`config.mk`:
```
export PLATFORM = sky130hd
export DESIGN_NAME = zigbee_demod_front
export DESIGN_NICKNAME = d
export VERILOG_FILES = /design/src/zigbee_pkg.sv /design/src/zigbee_cordic_stage.sv /design/src/zigbee_cordic_top.sv /design/src/zigbee_demod_front.sv /design/src/zigbee_freq_discriminator.sv /design/src/zigbee_phase_history.sv
export VERILOG_INCLUDE_DIRS = /design/src
export SDC_FILE = /design/constraint.sdc
export NUM_CORES = 1
export LEC_CHECK = 0
export BUFFER_PORTS_ARGS = -buffer_cell sky130_fd_sc_hd__buf_2
export CORE_AREA = 2 2 90 92
export DETAILED_ROUTE_END_ITERATION = 7
export DIE_AREA = 0 0 92 94
export GPL_ROUTABILITY_DRIVEN = 1
export HOLD_SLACK_MARGIN = 0.08
export PLACE_DENSITY = 0.77
export SYNTH_ARGS = -nofsm -noshare
export SYNTH_HDL_FRONTEND = slang
export SYNTH_HIERARCHICAL = 1
export SYNTH_SLANG_ARGS = --single-unit
```
`constraint.sdc`:
```
create_clock -name clk -period 14.4 [get_ports clk]
set_clock_uncertainty 0.15 [all_clocks]
set_input_delay 0.72 -clock clk [delete_from_list [all_inputs] [get_ports clk]]
set_output_delay 0.72 -clock clk [all_outputs]
set_load 0.01 [all_outputs]
```
`src/zigbee_config.svh`:
```
// ZigBee demodulator front end sizes for samples, angles, CORDIC depth and lag
`ifndef ZB_CONFIG_SVH
`define ZB_CONFIG_SVH

////////////////////////////////////////
// Sample path
////////////////////////////////////////

// Signed I and Q sample width
`define ZB_IQ_SIZE 5

////////////////////////////////////////
// Phase path
////////////////////////////////////////

// Angle width, full circle is 2^ZB_W_SIZE units
// 180 degrees is the MSB alone
`define ZB_W_SIZE 6

// CORDIC micro-rotations in the chain
`define ZB_NUM_STAGES 4

// Discriminator lag in samples
`define ZB_PHASE_LAG 2

`endif

```
`src/zigbee_pkg.sv`:
```
// ZigBee demodulator shared types for samples, CORDIC vectors and chip results
`default_nettype none

package zigbee_pkg;

	`include "zigbee_config.svh"

	////////////////////////////////////////
	// Baseband input
	////////////////////////////////////////

	// One signed I/Q pair per clock
	typedef struct packed {
		logic signed [`ZB_IQ_SIZE-1:0] i;
		logic signed [`ZB_IQ_SIZE-1:0] q;
	} iq_sample_t;

	// Angle modulo a full circle
	typedef logic [`ZB_W_SIZE-1:0] phase_t;

	////////////////////////////////////////
	// CORDIC and discriminator
	////////////////////////////////////////

	// One extra bit on x and y for the gain growth
	typedef struct packed {
		logic signed [`ZB_IQ_SIZE:0] x;
		logic signed [`ZB_IQ_SIZE:0] y;
		phase_t                      w;
	} cordic_vec_t;

	// Wrapped phase step and its sliced chip
	typedef struct packed {
		logic signed [`ZB_W_SIZE-1:0] freq;
		logic                         chip;
	} disc_t;

endpackage

`default_nettype wire
```
`src/zigbee_cordic_stage.sv`:
```
// CORDIC vectoring micro-rotation, one combinational step toward y = 0
`timescale 1ns/1ps
`default_nettype none

`include "zigbee_config.svh"

module zigbee_cordic_stage
	import zigbee_pkg::*;
#(
	// Shift amount, equal to the stage index
	parameter int unsigned STAGE = 0,
	// Angle constant added or removed by this stage
	parameter phase_t      ANGLE = phase_t'(1)
) (
	input  cordic_vec_t vin,
	output cordic_vec_t vout
);

	// Shifted copies of the incoming vector
	logic signed [`ZB_IQ_SIZE:0] x_shift;
	logic signed [`ZB_IQ_SIZE:0] y_shift;
	// Direction from the sign of y before the stage
	logic                        y_neg;

	assign x_shift = vin.x >>> STAGE;
	assign y_shift = vin.y >>> STAGE;
	assign y_neg   = vin.y[`ZB_IQ_SIZE];

	always_comb begin
		if (y_neg) begin
			// Below the axis, rotate counter-clockwise
			vout.x = vin.x - y_shift;
			vout.y = vin.y + x_shift;
			vout.w = vin.w - ANGLE;
		end else begin
			// On or above the axis, rotate clockwise
			vout.x = vin.x + y_shift;
			vout.y = vin.y - x_shift;
			vout.w = vin.w + ANGLE;
		end
	end

endmodule

`default_nettype wire

```
`src/zigbee_cordic_top.sv`:
```
// CORDIC phase estimator, registered I/Q in and registered angle out
`timescale 1ns/1ps
`default_nettype none

`include "zigbee_config.svh"

module zigbee_cordic_top
	import zigbee_pkg::*;
#(
	parameter int unsigned NUM_STAGES = `ZB_NUM_STAGES
) (
	input  logic       clk,
	input  logic       reset_n,
	input  iq_sample_t sample,
	output phase_t     phase
);

	////////////////////////////////////////
	// Declarations
	////////////////////////////////////////

	// 180 degrees, MSB alone
	localparam phase_t PHASE_HALF = phase_t'(1 << (`ZB_W_SIZE - 1));

	// Captured input sample
	iq_sample_t                  sample_q;
	// Sign extended I and Q
	logic signed [`ZB_IQ_SIZE:0] i_ext;
	logic signed [`ZB_IQ_SIZE:0] q_ext;
	logic                        i_neg;
	// Vector after the half-plane fold
	cordic_vec_t                 pre_vec;
	// One more node than stages
	cordic_vec_t                 stage_vec [NUM_STAGES+1];

	////////////////////////////////////////
	// Half-plane pre-rotation
	////////////////////////////////////////

	// Extend before negating so -16 still fits
	assign i_ext = {sample_q.i[`ZB_IQ_SIZE-1], sample_q.i};
	assign q_ext = {sample_q.q[`ZB_IQ_SIZE-1], sample_q.q};
	assign i_neg = sample_q.i[`ZB_IQ_SIZE-1];

	always_comb begin
		if (i_neg) begin
			// Left half-plane, fold over and start at 180 degrees
			pre_vec.x = -i_ext;
			pre_vec.y = -q_ext;
			pre_vec.w = PHASE_HALF;
		end else begin
			pre_vec.x = i_ext;
			pre_vec.y = q_ext;
			pre_vec.w = '0;
		end
	end

	assign stage_vec[0] = pre_vec;

	////////////////////////////////////////
	// Micro-rotation chain
	////////////////////////////////////////

	// Stage k shifts by k, angle halves per stage
	for (genvar k = 0; k < NUM_STAGES; k++) begin : g_stage
		zigbee_cordic_stage #(
			.STAGE(k),
			.ANGLE(phase_t'(1 << (NUM_STAGES - 1 - k)))
		) u_stage (
			.vin (stage_vec[k]),
			.vout(stage_vec[k+1])
		);
	end

	////////////////////////////////////////
	// Input and output registers
	////////////////////////////////////////

	always_ff @(posedge clk or negedge reset_n) begin
		if (!reset_n) begin
			sample_q <= '0;
			phase    <= '0;
		end else begin
			sample_q <= sample;
			// Accumulated angle of the last stage
			phase    <= stage_vec[NUM_STAGES].w;
		end
	end

endmodule

`default_nettype wire

```
`src/zigbee_demod_front.sv`:
```
// ZigBee demodulator front end, I/Q samples in and MSK chip decisions out
`timescale 1ns/1ps
`default_nettype none

module zigbee_demod_front
	import zigbee_pkg::*;
(
	input  logic       clk,
	input  logic       reset_n,
	input  iq_sample_t sample,
	output disc_t      disc,
	output logic       disc_valid
);

	////////////////////////////////////////
	// Internal nets
	////////////////////////////////////////

	// Estimator to history
	phase_t phase;
	// History to discriminator
	phase_t newest;
	phase_t oldest;
	logic   ready;

	////////////////////////////////////////
	// Pipeline
	////////////////////////////////////////

	// Phase estimator
	zigbee_cordic_top u_cordic (
		.clk    (clk),
		.reset_n(reset_n),
		.sample (sample),
		.phase  (phase)
	);

	// Recent phases and fill level
	zigbee_phase_history u_history (
		.clk    (clk),
		.reset_n(reset_n),
		.phase  (phase),
		.newest (newest),
		.oldest (oldest),
		.ready  (ready)
	);

	// Chip slicer
	zigbee_freq_discriminator u_disc (
		.clk       (clk),
		.reset_n   (reset_n),
		.newest    (newest),
		.oldest    (oldest),
		.ready     (ready),
		.disc      (disc),
		.disc_valid(disc_valid)
	);

endmodule

`default_nettype wire

```
`src/zigbee_freq_discriminator.sv`:
```
// Frequency discriminator, wrapped phase step sliced into an MSK chip
`timescale 1ns/1ps
`default_nettype none

module zigbee_freq_discriminator
	import zigbee_pkg::*;
(
	input  logic   clk,
	input  logic   reset_n,
	input  phase_t newest,
	input  phase_t oldest,
	input  logic   ready,
	output disc_t  disc,
	output logic   disc_valid
);

	////////////////////////////////////////
	// Phase difference
	////////////////////////////////////////

	// Difference modulo a full circle
	phase_t diff_mod;
	// Same bits read as signed, short way round
	logic signed [$bits(phase_t)-1:0] diff_signed;
	// Next registered result
	disc_t disc_next;

	assign diff_mod    = newest - oldest;
	assign diff_signed = $signed(diff_mod);

	always_comb begin
		disc_next.freq = diff_signed;
		// Positive step is a 1 chip
		// zero and negative both give 0
		disc_next.chip = (diff_signed > 0);
	end

	////////////////////////////////////////
	// Output registers
	////////////////////////////////////////

	always_ff @(posedge clk or negedge reset_n) begin
		if (!reset_n) begin
			disc       <= '0;
			disc_valid <= 1'b0;
		end else begin
			disc       <= disc_next;
			// Valid lines up with the registered result
			disc_valid <= ready;
		end
	end

endmodule

`default_nettype wire

```
`src/zigbee_phase_history.sv`:
```
// Phase history shift register with a fill level for the discriminator
`timescale 1ns/1ps
`default_nettype none

`include "zigbee_config.svh"

module zigbee_phase_history
	import zigbee_pkg::*;
#(
	parameter int unsigned LAG = `ZB_PHASE_LAG
) (
	input  logic   clk,
	input  logic   reset_n,
	input  phase_t phase,
	output phase_t newest,
	output phase_t oldest,
	output logic   ready
);

	// Slots needed before the lag pair is real data
	localparam int unsigned FILL_MAX = LAG + 1;
	localparam int unsigned CNT_W    = $clog2(LAG + 2);

	// Slot 0 newest, slot LAG oldest
	phase_t             hist [LAG+1];
	// Saturating count of stored phases
	logic [CNT_W-1:0]   fill_cnt;

	////////////////////////////////////////
	// Shift register
	////////////////////////////////////////

	always_ff @(posedge clk or negedge reset_n) begin
		if (!reset_n) begin
			for (int s = 0; s <= LAG; s++) begin
				hist[s] <= '0;
			end
		end else begin
			hist[0] <= phase;
			for (int s = 1; s <= LAG; s++) begin
				hist[s] <= hist[s-1];
			end
		end
	end

	////////////////////////////////////////
	// Fill tracking
	////////////////////////////////////////

	always_ff @(posedge clk or negedge reset_n) begin
		if (!reset_n) begin
			fill_cnt <= '0;
		end else if (fill_cnt != CNT_W'(FILL_MAX)) begin
			// Stop once every slot holds a sample
			fill_cnt <= fill_cnt + 1'b1;
		end
	end

	// Start-up zeros never count as data
	assign ready  = (fill_cnt == CNT_W'(FILL_MAX));
	assign newest = hist[0];
	assign oldest = hist[LAG];

endmodule

`default_nettype wire

```
# Yosys cells after proc, flatten, opt, wreduce, memory -nomap -nowiden
# Cells that the tools add are included.
# W data, S select, Z words.
classes:
  order_cmp: 1
  n_mux: 5
  n_eq_ne: 2
  n_addsub: 21
ops:
  columns: ["operator", "n"]
  rows:
  - ["$mux W18", 3]
  - ["$sub A6 B6 Y6", 3]
  - ["$add A6 B5 Y6", 2]
  - ["$mux W12", 1]
  - ["$neg A5 Y6", 2]
  - ["$sub A6 B5 Y6", 2]
  - ["$add A6 B1 Y6 const B", 1]
  - ["$add A6 B2 Y6 const B", 1]
  - ["$add A6 B3 Y6 const B", 1]
  - ["$add A6 B4 Y6", 1]
  - ["$add A6 B4 Y6 const B", 1]
  - ["$add A6 B6 Y6", 1]
  - ["$gt A6 B1 Y1 const B", 1]
  - ["$mux W6", 1]
  - ["$sub A6 B1 Y6 const B", 1]
  - ["$sub A6 B2 Y6 const B", 1]
  - ["$sub A6 B3 Y6 const B", 1]
  - ["$sub A6 B4 Y6", 1]
  - ["$sub A6 B4 Y6 const B", 1]
  - ["$add A2 B1 Y2 const B", 1]
  - ["$eq A2 B2 Y1 const B", 1]
  - ["$ne A2 B2 Y1 const B", 1]
word_totals:
  regBits: 44
  inputBits: 12
  elab_cells: 39

# Longest topological paths before layout
depth:
  depth_word: 10
  depth_mapped: 35
  depth_no_buf: 33

# Cells and area by module
# The synthesis kept the hierarchy.
by_module_without_submodules:
  columns: ["module", "area_per_inst_um2", "cells_each", "n_inst", "seq_area_each_um2"]
  rows:
  - ["zigbee_cordic_stage at u_cordic.g_stage[0].u_stage", 733.2, 93, 1, 0.0]
  - ["zigbee_cordic_stage at u_cordic.g_stage[3].u_stage", 723.2, 94, 1, 0.0]
  - ["zigbee_cordic_stage at u_cordic.g_stage[2].u_stage", 681.9, 86, 1, 0.0]
  - ["zigbee_cordic_stage at u_cordic.g_stage[1].u_stage", 680.7, 85, 1, 0.0]
  - ["zigbee_phase_history", 639.4, 36, 1, 500.5]
  - ["zigbee_cordic_top", 604.3, 44, 1, 400.4]
  - ["zigbee_freq_discriminator", 457.9, 44, 1, 200.2]

# Worst setup path after synthesis
# No wires, ideal clock.
synth_path:
  path_type: "flip-flop to flip-flop"
  startpoint: "register u_cordic.sample_q, in the netlist u_cordic/q_ext[0]"
  endpoint: "register u_cordic.phase[4]"
  setup_ns: 0.079
  required_ns: 14.171
  arrival_time_ns: 6.592
  stages_incl_launch_ff: 34
  slack_ns: 7.579
  synth_period_minus_slack_ns: 6.821
  path_cell_list: "dfrtp_1 > inv_1 > ha_1 > nand2b_1 > xnor2_1 > inv_1 > ha_1 > buf_6 > or3b_4 > a31oi_2 > o21bai_1 > a31oi_1 > xnor2_1 > buf_4 > mux2_2 > ha_1 > a211oi_2 > o21bai_1 > a21oi_2 > xnor2_1 > buf_2 > mux2_2 > ha_1 > a211oi_1 > o21bai_1 > a21oi_1 > xnor2_1 > buf_6 > inv_1 > fa_1 > nor2b_1 > o21ai_0 > nand2_1 > xor2_1"
synth_rtl:
  columns: ["item", "line", "source"]
  rows:
  - ["start, declared", "zigbee_cordic_top.sv:26", "iq_sample_t sample_q;"]
  - ["start signal, assigned", "zigbee_cordic_top.sv:84", "sample_q <= sample;"]
  - ["end signal, assigned", "zigbee_cordic_top.sv:86", "phase <= stage_vec[NUM_STAGES].w;"]
  - ["end, declared", "zigbee_cordic_top.sv:15", "output phase_t phase"]

==> impl_metrics.toml <==
[timing]
period_share_pct = 54.0
worst_pin_slew_ps = 1160
finalMaxSlewViolations = 0
fmax_ghz = 0.129
setup_viol = 0
rsz0062_at_grt = "no"
final.min_clock_period_ps = 7770
fin_tns_setup_ps = 0
max_slew_margin_pct = 22.3
final-hold-violation-count = 0

[cells_and_area]
final_cells = 477
layout.nets = 448
syn_to_final_growth_pct = 4.47
antenna_cells = 0
register_area_um2 = 1100
drive_above_1_share_pct = 12.0
num-fill-cells = 700
multi_input_area_um2 = 2140

[route]
drc = 0
routed_wl_um = 5960
viasPerCell = 4.89
drtAntennaViolNets = 0
first_pass_iters = 4
wl_per_cell_um = 12.5
drt-initial-drc-count = 95
vias = 2334

[placed_design]
numPortBuffers = 19
hpwl_um = 4830
place_congestion = 0.846
dp_cells = 469

[run_status]
status = "complete, no violations"

[setup_path]
worstPathArrival_ps = 7840
ff2ff_setup_slack_ps = 6630
worst_r2r_startpoint = "u_cordic/q_ext[0]"
cp-endpoint = "u_cordic/phase[4]"
critical_path_class = "reg -> reg"
cpPeakStageDelay_ps = 960
crit_path_max_fanout = 13
crit_slowest_cell = "xnor2_1"
cp.required_ps = 14470
crit_path_start = "u_cordic/q_ext[0]"
reg2reg_to = "u_cordic/phase[4]"
start_kind = "flip-flop"
reg2regPathDepth = 29
crit_path_end_kind = "flip-flop"

[synthesis]
postSynthAreaPerCell_um2 = 9.85
synthCells = 369
syn_area_um2 = 3640
ys_warn_count = 6

[global_routing]
grt_pass1_vias = 2382
overflow = 0
grt_pass1_wl_um = 10500
antenna_found_initial = 0
grt_usage_pct = 14.9
grt_max_degree = 45

[clocking]
htreeDepth = 2
holdBufCountCts = 0
post_cts_buffers = 0
clkSinkCount = 44
cts-buffers-inserted = 5
cts_root_buf = "clkbuf_8"
clk_pin_slew_ps = 80
clkLatencyLatePin_ps = 290
cts_tree = "done"
clockBufferDepth = 2
ctsResizeCount = 0

[floorplanning]
dieArea_um2 = 8650
core_um2 = 7610
die_h_um = 94
die_w_um = 92
rows = 32
start_util_pct = 47.8
io-pin-count = 20

[worst_hold_path]
hold_class = "reg -> reg"

[flow_run]
cap_violations = 0
-- cells in the final DEF, fill, tap and decap left out, types with 2 or more instances in the layout --
master / count
nor3_1: 5
o22ai_2: 2
xor2_1: 13
o21bai_1: 4
inv_1: 55
xnor2_1: 35
nand2b_1: 6
mux2_2: 4
a31oi_1: 4
o21ai_1: 2
a21o_1: 9
o31ai_2: 2
mux2i_1: 4
nand2_1: 12
nor2b_1: 5
clkbuf_8: 5
ha_1: 52
o211ai_1: 2
a21oi_1: 19
o21ai_0: 9
fa_1: 10
buf_2: 19
nor2_1: 15
a211o_1: 2
inv_2: 2
dfrtp_1: 44
nand3_1: 2
conb_1: 7
-- registers in the layout (all words and copies together) (netlist names) --
register,cells
u_history/newest,6
u_cordic/i_ext,5
u_cordic/q_ext,5
u_history/fill_cnt,2
u_cordic/phase,6
u_history/hist,6
u_disc/disc_valid,1
u_disc/disc,7
u_history/oldest,6
-- area by class of cell --
| type | count | share of cell area [%] |
|---|---|---|
| flip-flops and latches | 44 | 29.0 |
| clock buffers | 5 | 1.81 |
| repair buffers | 19 | 2.50 |
| clock inverters | 3 | 1.22 |
| well taps | 102 | 3.36 |
| inverters | 58 | 5.73 |
| multi-input cells | 246 | 56.4 |
-- routing by layer --
metal,vias up,track usage (%),part of all wire (%)
met4,0,3.98,0.67
met3,4,1.93,2.9
met5,-,0,0
met2,40,26.2,49
li1,1186,-,-
met1,1104,19.5,48
-- critical path, delay by kind of cell, from the launching register on --
| family | cells | cell delay [ps] |
|---|---|---|
| AND/OR/NAND/NOR | 4 | 570 |
| adder cells (fa/ha/maj) | 5 | 1700 |
| XOR/XNOR | 5 | 2340 |
| AO/OA/AOI/OAI | 10 | 1340 |
| multiplexers | 2 | 860 |
| flip-flops | 1 | 470 |
| buffers and inverters | 3 | 280 |
-- how the worst min path moves through the flow --
stage	start	to	slack, ps	cells after the start
final	u_cordic/phase[2]	u_history/newest[2]	200	0
after global routing	u_history/hist[10]	u_history/oldest[4]	210	0
after floorplan	u_cordic/phase[0]	u_history/newest[0]	180	0
after detailed placement	u_cordic/phase[4]	u_history/newest[4]	180	0
after CTS	u_cordic/phase[5]	u_history/newest[5]	210	0
after global placement	u_cordic/phase[5]	u_history/newest[5]	180	0
-- per-stage QoR --
step	area [um^2]	utilization, %	setup slack, ps	hold WS [ps]
6_report	3800	49.9	6630	202
5_1_grt	3800	49.9	6000	215
4_1_cts	3800	49.9	6640	205
3_5_place_dp	3680	48.4	6660	185
3_3_place_gp	3680	48.4	7130	182
2_1_floorplan	3660	-	7890	181
Power is left out: the tool's default activity adds up to more than one toggle a clock period on the data nets, which glitch-free logic cannot reach.
